`config.mk`:
```
export PLATFORM = sky130hd
export DESIGN_NAME = aluBlock
export DESIGN_NICKNAME = d
export VERILOG_FILES = /design/src/cpuPkg.sv /design/src/aluBlock.sv
export SDC_FILE = /design/constraint.sdc
export NUM_CORES = 1
export LEC_CHECK = 0
export BUFFER_PORTS_ARGS = -buffer_cell sky130_fd_sc_hd__buf_2
export CAP_MARGIN = 20
export CORE_MARGIN = 2
export CORE_UTILIZATION = 45
export CTS_CLUSTER_DIAMETER = 40
export DETAILED_ROUTE_END_ITERATION = 10
export PLACE_DENSITY_LB_ADDON = 0.1
export SLEW_MARGIN = 15
export SYNTH_ARGS = -nofsm -noshare
export SYNTH_HDL_FRONTEND = slang
export SYNTH_SLANG_ARGS = --single-unit
export TNS_END_PERCENT = 10
```
`constraint.sdc`:
```
create_clock -name Clock -period 13.6 [get_ports Clock]
set_clock_uncertainty 0.1 [all_clocks]
set_input_delay 2.72 -clock Clock [delete_from_list [all_inputs] [get_ports Clock]]
set_output_delay 2.72 -clock Clock [all_outputs]
set_load 0.01 [all_outputs]
```
`src/cpuPkg.sv`:
```
package cpuPkg;

    // Data and index widths
    typedef logic [31:0] word_t;
    typedef logic [3:0]  regIdx_t;
    typedef logic [8:0]  ramAddr_t;
    typedef logic [4:0]  opcode_t;

    // Drivers of the single shared bus
    typedef enum logic [2:0] {
        busNone, busPc, busMdr, busZ, busReg, busImm
    } busSrc_t;

    // ALU functions, B is the bus side
    typedef enum logic [2:0] {
        aluAdd, aluSub, aluAnd, aluOr, aluPassB
    } aluOp_t;

    // Sequencer phases
    typedef enum logic [3:0] {
        phIdle, phT0, phT1, phT2, phT3, phT4, phT5, phT6, phT7
    } phase_t;

    // Opcode values
    localparam opcode_t OpLd   = 5'h00;
    localparam opcode_t OpSt   = 5'h01;
    localparam opcode_t OpAdd  = 5'h03;
    localparam opcode_t OpSub  = 5'h04;
    localparam opcode_t OpAnd  = 5'h05;
    localparam opcode_t OpOr   = 5'h06;
    localparam opcode_t OpAddi = 5'h0C;
    localparam opcode_t OpHalt = 5'h1B;

    // Instruction field positions
    localparam int OpMsb = 31;
    localparam int OpLsb = 27;
    localparam int RaMsb = 26;
    localparam int RaLsb = 23;
    localparam int RbMsb = 22;
    localparam int RbLsb = 19;
    localparam int RcMsb = 18;
    localparam int RcLsb = 15;
    // C is bits 18 down to 0, sign bit on top
    localparam int CMsb  = 18;

    // Register field select codes
    localparam logic [1:0] SelRa = 2'd0;
    localparam logic [1:0] SelRb = 2'd1;
    localparam logic [1:0] SelRc = 2'd2;

    // APB map, RAM at bytes 0 to 0x7FC, control word above it
    localparam int          RamWords = 512;
    localparam logic [11:0] CtrlAddr = 12'h800;

endpackage

```
`src/aluBlock.sv`:
```
`timescale 1ns/1ps
module aluBlock (
    input  logic           Clock,
    input  logic           rstN,
    input  cpuPkg::word_t  busData,
    input  logic           yLoad,
    input  logic           zLoad,
    input  cpuPkg::aluOp_t aluOp,
    output cpuPkg::word_t  zOut
);
    import cpuPkg::*;

    word_t y;
    word_t z;
    word_t aluResult;

    // Y holds the A operand across the bus cycle
    always_ff @(posedge Clock) begin
        if (!rstN) begin
            y <= '0;
        end else if (yLoad) begin
            y <= busData;
        end
    end

    // A is Y, B is the live bus
    always_comb begin
        case (aluOp)
            aluAdd:  aluResult = y + busData;
            aluSub:  aluResult = y - busData;
            aluAnd:  aluResult = y & busData;
            aluOr:   aluResult = y | busData;
            default: aluResult = busData;
        endcase
    end

    always_ff @(posedge Clock) begin
        if (!rstN) begin
            z <= '0;
        end else if (zLoad) begin
            z <= aluResult;
        end
    end

    assign zOut = z;

endmodule

```
Word-level counts from Yosys, hierarchy flattened
Cells that the tools add are included.
{ "classes": {"addsub": 2, "n_eq_ne": 3, "mux": 1, "bitwise_logic": 2, "reduce_logical": 1} }
{ "ops": {"columns": ["op", "count"], "rows": [
  ["$pmux W32 S4", 1],
  ["$add A32 B32 Y32", 1],
  ["$and A32 B32 Y32", 1],
  ["$or A32 B32 Y32", 1],
  ["$sub A32 B32 Y32", 1],
  ["$eq A3 B2 Y1 const B", 2],
  ["$eq A3 B1 Y1 const B", 1],
  ["$logic_not A3 Y1", 1]
]} }
{ "totals": {"register_bits": 64, "inputBits": 39, "out_inout_bits": 32, "word_cells": 11} }

Longest topological paths before layout
Gate-level depths: netlist of run 1.
{ "depth": {"depth_word": 2, "ltp_mapped": 18, "ltp_nobuf": 18} }

Worst setup path after synthesis of run 1
OpenSTA, ideal clock, no wires.
{ "synth_path": {"path_type": "input to register", "startpoint": "input port busData[7]", "endpoint": "register z[31], in the netlist zOut[31]", "setup_ps": 73, "arrival_time_ps": 6099, "required_ps": 13427, "slack_ps": 7328, "path_stages": 16, "path_buffers": 1, "cell_sequence": "buf_2 -> or4_4 -> nor2_1 -> nand2_1 -> nor4_1 -> a21oi_1 -> xnor2_1 -> ha_1 -> and4_1 -> and2_1 -> nor3b_1 -> o21ai_1 -> and4b_1 -> o31a_1 -> a2111o_1 -> o211ai_2"} }
{ "synth_via": {"elab_chain_cells": 2, "elab_cells_between_ends": 3, "cone_classes": "add/sub (2); mux (1)"} }
{ "synth_rtl": {"columns": ["item", "line_no", "rtl"], "rows": [
  ["from (decl)", "aluBlock.sv:5", "input cpuPkg::word_t busData,"],
  ["$sub A32 B32 Y32 / $add A32 B32 Y32 (equally long branches)", "aluBlock.sv:30, aluBlock.sv:29", null],
  ["$pmux W32 S4 (*)", "aluBlock.sv:28", "case (aluOp)"],
  ["to (signal assigned)", "aluBlock.sv:41", "z <= aluResult;"],
  ["to (decl)", "aluBlock.sv:14", "word_t z;"]
]} }
Mark *: on every way between the ends. The rest lies on a longest branch, timed or not.
A chain may end at the register's enable or synchronous reset.

Worst setup path in the final report of run 1
{ "layout_path": {"startpoint": "input port aluOp[0]", "endpoint": "register z[31], in the netlist zOut[31]"} }
{ "layout_via": {"elab_chain_cells": 2, "elab_cells_between_ends": 5, "cone_classes": "eq/ne (3); mux (1); reduce/logical (1)"} }
{ "layout_rtl": {"columns": ["item", "line_no", "rtl"], "rows": [
  ["from (decl)", "aluBlock.sv:8", "input cpuPkg::aluOp_t aluOp,"],
  ["$eq A3 B2 Y1 (tied with other cells)", "aluBlock.sv:28", null],
  ["$pmux W32 S4 (*)", "aluBlock.sv:28", null]
]} }
Marked as above.

==> run summary, run 1 <==
status: finished clean
fin. max-slew vios: 0
post_cts resized: 0
clk_lat worst skew: 350 ps
GR Overflow Total: 0
Ys Warns: 0
syn avg cell area: 7.50 um2
crit path time final: 6890 ps
Worst setup SP type: primary input
largest net degree at the start of global routing: 59
first-pass GRT wire length: 26200 um
Post-synth EDFFs: 0
post-CTS setup buffer count: 0
Yosys reg bits: 64
ANT nets after route: 0
FFs w/ async S/R, synth: 0%
reg-to-reg setup timing slack: 10540 ps
Final #Nets: 856
final hold viol count: 0
RSZ-0062 raised after global routing: no
Bufs and invs on worst path: 3
share of cells above drive strength 1: 13.2%
fmax: 0.145 GHz
Die Height: 116 um
worst-path fanout max: 21
cts bufs inserted: 9
Leak: 2.85 nW
GPL Wtd Cong: 0.963
post-route clock period utilization: 50.7%
vias in the first global route: 5102
gr usage total: 25.1%
initial antenna violation count: 0
DP HPWL: 11200 um
clock sinks: 64
endpoint class of the critical path: flip-flop
initial core utilization: 46.4%
clock buffer depth: 2
critical path arrival: 7070 ps
Yosys top cell area share: 22.9%
die width: 116 um
peak supply drop: 88.9 uV
diodes inserted: 0
Fill cells: 1217
Worst path top cell family by delay: simple AND/OR/NAND/NOR gates
most frequent CP cell: nor2_1
CTS tree: built
Worst Hold Class: flip-flop to flip-flop
clock transition at the registers of the reported paths: 60 ps
Mapped Nets: 821
pwr dens: 99.8 mW/mm2
max incr delay on CP: 690 ps
# rows: 40
Netlist cell types: 69
Crit Path Class: primary input to flip-flop
Post-synth top flop: dfxtp_1
Post-Syn Instances: 747
Seq/Total Area, Yosys: 22.9%
H-tree levels: 3
die area: 0.0134 mm2
wire per inst: 16.8 um
drt via density: 5.74
Crit-path slowest cell: clkinv_1
hold slack: 344 ps
Pre-antenna DRT Iters: 5
# setup viols final: 0
CTS Root Cell: clkbuf_16
Worst Max-Slew Pin Slew: 1050 ps
Port Buffers: 70
Post-Syn Area: 0.00560 mm2
WL final: 16100 um
Worst Path Required: 13780 ps
final setup TNS: 0 ps
critical-path cell list: buf_2 -> clkinv_1 -> nor2_1 -> buf_4 -> nor2_1 -> xnor2_1 -> ha_1 -> and4_1 -> and2_1 -> nor3b_1 -> o21ai_1 -> and4b_1 -> o31a_1 -> a2111o_1 -> o211ai_2
synth top area cells: dfxtp_1, ha_1, mux2i_1
largest area contributor in the netlist: dfxtp_1
CTS Hold Buffers Added: 0
Max-Cap Viols: 0
drt initial violations: 307
Slew headroom: 30.0%
via count: 5481
area grow syn2layout: 12.1%
Top Ports: 71
Remaining DRCs: 0
core footprint: 0.0121 mm2
-- state kept, by name (all words and copies together), names as in the netlist --
signal  flops
zOut       32
y          32
-- cell usage after synthesis (16+ instances only) --
master / count
dfxtp_1: 64
nor2b_1: 37
clkbuf_1: 37
o21ai_0: 66
xnor2_1: 30
mux2i_1: 37
inv_1: 16
xor2_1: 19
nor2_1: 52
a21oi_1: 64
ha_1: 34
nand2_1: 91
-- per-stage QoR --
| step | area [um2] | worst slack, ps | power, mW | utilization [%] | cells |
|---|---|---|---|---|---|
| after floorplan | 5600 | 7330 | 0.353 | - | 747 |
| after global placement | 5990 | 6620 | 0.400 | 49.7 | 939 |
| after detailed placement | 5990 | 6430 | 0.402 | 49.7 | 939 |
| after CTS | 6280 | 6800 | 0.631 | 52.0 | 955 |
| after global routing | 6280 | 6320 | 0.665 | 52.0 | 955 |
| final | 6280 | 6710 | 0.626 | 52.0 | 955 |
-- cell usage in the layout, fill, tap and decap left out, types with 9 or more instances in the layout --
cell       netlist  final
buf_2            3     70
nand2b_1        10     10
nor2_1          52     52
nor2b_1         37     37
nand2_1         91     91
o21ai_0         66     66
mux2i_1         37     37
a21o_1          12     12
dfxtp_1         64     64
o21ai_1          9      9
clkbuf_16        0      9
xor2_1          19     19
a21oi_1         64     64
a31oi_1         12     12
o211ai_1        10     10
nor3_1          12     12
xnor2_1         30     30
ha_1            34     34
inv_1           16     16
-- path summary, 6_finish.rpt --
kind	endpoint	depth (start not counted)	from
min	zOut[15]	2	zOut[15]
min reg2reg	zOut[15]	2	zOut[15]
max	zOut[31]	15	aluOp[0]
max reg2reg	zOut[28]	11	y[0]
-- worst register-to-register path, cell delays in order, from the launching register on --
cell and delay, ps:
dfxtp_1 360, inv_1 80, ha_1 220, fa_1 390, nand2b_1 190, a21oi_1 300, o211ai_1 210, a21oi_1 330
o211ai_1 250, a31oi_1 250, xor2_1 90, a21o_1 180
-- kinds of logic (layout without fill, tap and decap cells) --
group / after synthesis / after routing / share of synthesized area (%)
buffers and inverters: 68 / 108 / 4.83
and+or+nand+nor: 254 / 254 / 22.6
adders and majority gates: 37 / 37 / 8.31
muxes: 37 / 37 / 6.61
AOI/OAI and AO/OA: 238 / 238 / 27.1
DFF: 64 / 64 / 22.9
xor gates and xnor gates: 49 / 49 / 7.66
-- power by group --
group	switching (mW)	internal [mW]	total (mW)
registers	0.00991	0.202	0.212
logic	0.111	0.0782	0.189
clock network	0.0879	0.137	0.225
total	0.209	0.417	0.626
-- layer usage --
metal  part of all wire, %  wire, um  global-route usage, %  vias up
met3                   6.5      1050                   5.75       20
li1                      -         -                      -     2761
met2                    46      7340                   41.2      162
met4                   1.5       236                   7.23        0
met1                    46      7450                   33.1     2538
met5                     0         0                      0        -
-- final cells by class --
type | instances | area [um2] | area share [%]
clock buffers | 13 | 270 | 4.31
clock inverters | 3 | 15.0 | 0.239
inverters | 17 | 63.8 | 1.02
multi-input cells | 615 | 4050 | 64.5
flip-flops and latches | 64 | 1280 | 20.4
well taps | 168 | 210 | 3.35
repair buffers | 75 | 388 | 6.18
Note: power is estimated with default switching activity, not from simulation.
==> inputs of run 2 (changes only) <==
--- a/config.mk
+++ b/config.mk
@@ -5,6 +5,7 @@
 export SDC_FILE = /design/constraint.sdc
 export NUM_CORES = 1
 export LEC_CHECK = 0
+export ABC_AREA = 1
 export BUFFER_PORTS_ARGS = -buffer_cell sky130_fd_sc_hd__buf_2
 export CAP_MARGIN = 20
 export CORE_MARGIN = 2
==> constraint.sdc (replaced) <==
create_clock -name Clock -period 6.45 [get_ports Clock]
set_clock_uncertainty 0.1 [all_clocks]
set_input_delay 1.29 -clock Clock [delete_from_list [all_inputs] [get_ports Clock]]
set_output_delay 1.29 -clock Clock [all_outputs]
set_load 0.01 [all_outputs]
==> run summary, run 2 <==
WL final: 22700 um (+41%)
first-pass GRT wire length: 34800 um (+33%)
initial antenna violation count: 0 (unchanged)
Sw Share: 38.5% (+5.1 points)
Logic pwr share: 35.3% (+5.1 points)
post-CTS setup buffer count: 0 (unchanged)
final hold viol count: 0 (unchanged)
peak supply drop: 119 uV (+34%)
# rows: 43 (+7.5%)
Bufs and invs on worst path: 5 (+2)
Worst path top cell family by delay: simple AND/OR/NAND/NOR gates
FFs w/ async S/R, synth: 0% (unchanged)
reg2reg path depth: 14 (+3)
hold path depth: 2 (unchanged)
critical-path cell list: buf_2 -> inv_2 -> nor2_4 -> inv_2 -> o21ai_0 -> xor2_1 -> inv_1 -> ha_1 -> nand2_1 -> inv_1 -> nand2_1 -> nand2_1 -> nand2_1 -> nand3_1 -> nand2_1 -> nand2_1 -> nand2_1 -> nand2_1 -> nand2_1 -> nand3_1 -> a21oi_1
GR Overflow Total: 0 (unchanged)
gr usage total: 30.3% (+5.2 points)
Post-synth top flop: dfxtp_1
clock power share: 33.8% (-2.2 points)
H-tree levels: 3 (unchanged)
Die Height: 124 um (+7.2%)
Post-Syn Instances: 1114 (+49%)
clock buffer depth: 2 (unchanged)
drt initial violations: 673 (+120%)
cts bufs inserted: 9 (unchanged)
endpoint class of the critical path: flip-flop
clock sinks: 64 (unchanged)
Pre-antenna DRT Iters: 5 (unchanged)
Port Buffers: 70 (unchanged)
diodes inserted: 0 (unchanged)
most frequent CP cell: nand2_1
post_cts resized: 0 (unchanged)
pwr dens: 202 mW/mm2 (+100%)
adder-cell share of the synthesized area: 7.35% (-0.96 points)
Slew headroom: 31.3% (+1.3 points)
max incr delay on CP: 370 ps (-320 ps)
area grow syn2layout: 11.5%
Mapped Nets: 1188 (+45%)
Top Ports: 71 (unchanged)
vias in the first global route: 6388 (+25%)
most instantiated cells after synthesis: nand2_1, inv_1, a21oi_1
Yosys reg bits: 64 (unchanged)
Fill cells: 1525 (+25%)
largest family of logic cells by synthesized area: simple AND/OR/NAND/NOR gates
die area: 0.0153 mm2 (+15%)
worst-path fanout max: 23 (+9.5%)
Final #Nets: 1235 (+44%)
most common cell after layout, fill and taps aside: nand2_1
xor/xnor share of the synthesized area: 3.93% (-3.7 points)
CTS tree: built
Post-Syn Area: 0.00647 mm2 (+15%)
Yosys top cell area share: 19.8% (-3.1 points)
Crit Path Class: primary input to flip-flop
switching power: 0.560 mW (+170%)
largest area contributor in the netlist: dfxtp_1
die width: 124 um (+7.2%)
Post-synth EDFFs: 0 (unchanged)
Worst setup SP type: primary input
wire per inst: 16.9 um (+0.32%)
CTS Hold Buffers Added: 0 (unchanged)
Levels on crit path: 21 (+6)
Ys Warns: 0 (unchanged)
clk_lat worst skew: 330 ps (-20 ps)
initial core utilization: 46.4% (about the same)
fin. max-slew vios: 0 (unchanged)
Seq pwr share: 30.9% (-2.9 points)
crit path time final: 4560 ps
internal power: 0.896 mW (+110%)
status: finished clean
drt via density: 5.30 (-7.6%)
DP HPWL: 18100 um (+61%)
mux cell area share after synthesis: 0% (-6.6 points)
Seq/Total Area, Yosys: 19.8% (-3.1 points)
Netlist cell types: 46 (-33%)
# setup viols final: 0 (unchanged)
RSZ-0062 raised after global routing: no
hold slack: 362 ps (+17.5 ps)
Simple-Gate Fraction of Synth Area: 35.8% (+13 points)
Leak: 3.74 nW (+31%)
top-count cell post-synth: nand2_1
critical path arrival: 4720 ps (-2350 ps)
ANT nets after route: 0 (unchanged)
synth top area cells: dfxtp_1, nand2_1, inv_1
Worst Path Required: 6610 ps (-7170 ps)
Crit-path slowest cell: nor2_4
Remaining DRCs: 0 (unchanged)
Synth Area in Compound Gates: 20.4% (-6.7 points)
largest net degree at the start of global routing: 62 (+5.1%)
fmax: 0.219 GHz
Worst Max-Slew Pin Slew: 1030 ps (-22.8 ps)
Worst Hold Class: flip-flop to flip-flop
via count: 7138 (+30%)
share of cells above drive strength 1: 13.2% (about the same)
core footprint: 0.0139 mm2 (+16%)
clock transition at the registers of the reported paths: 60 ps (about the same)
GPL Wtd Cong: 0.947 (-1.7%)
syn avg cell area: 5.80 um2 (-23%)
Max-Cap Viols: 0 (unchanged)
most frequent cells in the layout: nand2_1, inv_1, a21oi_1
final setup TNS: 0 ps (unchanged)
post-route clock period utilization: 70.7%
CTS Root Cell: clkbuf_16
[run 2: changes by cell type after synthesis, moves of 11 or more]
cell	previous run	this run
a21o_1	12	1
a21oi_1	64	111
a31oi_1	12	1
clkbuf_1	37	22
inv_1	16	156
inv_2	0	18
mux2i_1	37	0
nand2_1	91	309
nand3_1	7	52
nor2_1	52	99
nor2_2	1	14
nor2b_1	37	0
o21ai_0	66	78
xnor2_1	30	1
[run 2: kinds of logic (layout without fill, tap and decap cells)]
group,after synthesis,count (layout)
and+or+nand+nor,532,532
AOI/OAI and AO/OA,238,238
adders and majority gates,38,38
DFF,64,64
xor gates and xnor gates,29,29
buffers and inverters,213,265
[run 2: tightest hold or removal path, delay by kind of cell, from the launching register on]
kind	cells	cell delay (ps)
AOI/OAI and AO/OA	1	50
DFF	1	300
and+or+nand+nor	1	60
[run 2: layout make-up]
type / instances / area (um2) / share of cell area [%]
Clock inverter: 5 / 56.3 / 0.781
Clock buffer: 11 / 243 / 3.37
Timing Repair Buffer: 73 / 373 / 5.17
Sequential cell: 64 / 1280 / 17.8
Tap cell: 180 / 225 / 3.12
Multi-Input combinational cell: 837 / 4370 / 60.6
Inverter: 176 / 661 / 9.16
[run 2: final timing paths]
check | endpoint | slack, ps | startpoint
max | zOut[30] | 1890 | aluOp[0]
min | zOut[24] | 360 | zOut[24]
max reg2reg | zOut[24] | 3660 | y[0]
min reg2reg | zOut[24] | 360 | zOut[24]
[run 2: layer usage]
metal  vias up  track usage, %  part of all wire (%)
li1       3675               -                     -
met1      3176            45.0                    48
met2       260            44.3                    41
met3        27            6.68                   8.9
met4         0            7.24                   1.8
met5         -               0                     0
[run 2: power groups by stage]
stage,Sequential [mW],Combinational (mW),Clock (mW)
3_5_place_dp,0.457,0.500,0
6_report,0.450,0.513,0.492
5_1_grt,0.453,0.570,0.511
3_3_place_gp,0.456,0.503,0
2_1_floorplan,0.456,0.341,0
4_1_cts,0.449,0.504,0.498
[run 2: stage by stage]
stage,instances,worst slack [ps],power [mW],utilization (%),instance area [um2]
after floorplan,1114,2510,0.797,-,6470
after global placement,1330,1620,0.958,49.6,6910
after detailed placement,1330,1610,0.957,49.6,6910
after CTS,1346,1960,1.45,51.8,7210
after global routing,1346,1590,1.53,51.8,7210
final,1346,1890,1.46,51.8,7210
==> inputs of run 3 (changes only) <==
==> constraint.sdc (replaced) <==
create_clock -name Clock -period 4.4 [get_ports Clock]
set_clock_uncertainty 0.1 [all_clocks]
set_input_delay 0.88 -clock Clock [delete_from_list [all_inputs] [get_ports Clock]]
set_output_delay 0.88 -clock Clock [all_outputs]
set_load 0.01 [all_outputs]
==> run summary, run 3 (synthesis results as in run 2) <==
Leak: 3.78 nW (+0.95%)
largest net degree at the start of global routing: 62 (unchanged)
final cell count without fillers: 1353 (+0.52%)
fin. max-slew vios: 0 (unchanged)
Worst setup SP type: primary input
Port Buffers: 70 (unchanged)
drt via density: 5.45 (+2.7%)
die area: 0.0153 mm2 (unchanged)
final hold viol count: 0 (unchanged)
ANT nets after route: 0 (unchanged)
peak supply drop: 242 uV (+100%)
drt initial violations: 644 (-4.3%)
core footprint: 0.0139 mm2 (unchanged)
Slew headroom: 29.0% (-2.3 points)
vias in the first global route: 6500 (+1.8%)
crit path time final: 4020 ps
H-tree levels: 3 (unchanged)
post-CTS setup buffer count: 0 (unchanged)
clock transition at the registers of the reported paths: 60 ps (about the same)
CTS tree: built
Fill cells: 1510 (-0.98%)
placed insts: 1337 (+0.53%)
first-pass GRT wire length: 36000 um (+3.4%)
clk_lat worst skew: 350 ps (+20 ps)
diodes inserted: 0 (unchanged)
die width: 124 um (unchanged)
Tot Pwr: 2.15 mW (+47%)
initial core utilization: 46.4% (unchanged)
Remaining DRCs: 0 (unchanged)
post-route clock period utilization: 91.3%
via count: 7371 (+3.3%)
critical path arrival: 4180 ps (-540 ps)
GR Overflow Total: 0 (unchanged)
Worst Slack Setup Final: 383 ps (-1510 ps)
wire per inst: 17.1 um (+1.0%)
worst-path fanout max: 6 (-74%)
CTS Root Cell: clkbuf_16
clock sinks: 64 (unchanged)
Top Ports: 71 (unchanged)
worst slack at placement: 84.8 ps (-1520 ps)
Max-Cap Viols: 0 (unchanged)
gr usage total: 31.2% (+0.89 points)
RSZ-0062 raised after global routing: no
Worst Max-Slew Pin Slew: 1070 ps (+37.8 ps)
post_cts resized: 0 (unchanged)
area grow syn2layout: 12.3%
# setup viols final: 0 (unchanged)
clock buffer depth: 2 (unchanged)
Crit Path Class: primary input to flip-flop
# rows: 43 (unchanged)
status: finished clean
endpoint class of the critical path: flip-flop
DP HPWL: 18000 um (-0.76%)
WL final: 23100 um (+1.5%)
Worst Hold Class: flip-flop to flip-flop
cts bufs inserted: 9 (unchanged)
GPL Wtd Cong: 0.971 (+2.6%)
final setup TNS: 0 ps (unchanged)
Worst Path Required: 4560 ps (-2050 ps)
initial antenna violation count: 0 (unchanged)
most frequent cells in the layout: nand2_1, inv_1, a21oi_1
share of cells above drive strength 1: 13.7% (+0.52 points)
most common cell after layout, fill and taps aside: nand2_1
CTS Hold Buffers Added: 0 (unchanged)
fmax: 0.249 GHz
pwr dens: 295 mW/mm2 (+46%)
Die Height: 124 um (unchanged)
Pre-antenna DRT Iters: 5 (unchanged)
Final #Nets: 1242 (+0.57%)
run 3: changes by cell type in the layout (fill, tap and decap cells not counted):
cell | previous run | this run
buf_4 | 3 | 10
run 3: layout make-up:
type	count	area, um2	area share [%]
repair buffers	80	425	5.86
multi-input cells	837	4370	60.2
clock inverters	5	56.3	0.775
flip-flops and latches	64	1280	17.6
clock buffers	11	243	3.34
inverters	176	661	9.09
well taps	180	225	3.10
run 3: critical path: stages:
cell	delay, ps
buf_2	120
inv_1	130
ha_1	210
nand2_2	70
nor2_2	90
nand3_2	90
nor3_4	170
nand2_4	110
nor2_8	140
nand3_2	110
nand2_1	110
xor2_1	160
inv_1	60
ha_1	340
nand2_1	160
nor2_1	220
nand2_1	110
nor3_1	140
nand2_1	130
nand4_1	120
nand3_1	190
nand2_1	120
nand2_1	60
a21oi_1	110
run 3: final timing paths:
| check | from | to | slack (ps) | depth (start not counted) |
|---|---|---|---|---|
| max | busData[0] | zOut[24] | 380 | 24 |
| min reg2reg | zOut[24] | zOut[24] | 360 | 2 |
| min | zOut[24] | zOut[24] | 360 | 2 |
| max reg2reg | y[0] | zOut[24] | 1610 | 14 |
run 3: report_power, final:
part           internal (mW)  switching (mW)  total [mW]
Sequential             0.622          0.0350       0.658
Clock                  0.453           0.286       0.739
Combinational          0.240           0.510       0.750
Total                   1.32           0.831        2.15
run 3: metal layers:
| metal | wire length (um) | global-route usage, % | vias up | share of wire [%] |
|---|---|---|---|---|
| met1 | 11000 | 46.0 | 3351 | 47 |
| met4 | 435 | 8.45 | 0 | 1.9 |
| li1 | - | - | 3697 | - |
| met2 | 9660 | 45.6 | 297 | 42 |
| met3 | 2020 | 6.87 | 26 | 8.8 |
| met5 | 0 | 0 | - | 0 |
run 3: metrics by stage:
step                hold WS (ps)  util [%]  area, um2
floorplan                    390         -       6470
detailed placement           353      50.0       6970
global route                 382      52.1       7260
finish                       363      52.1       7260
global placement             351      50.0       6970
CTS                          365      52.1       7260
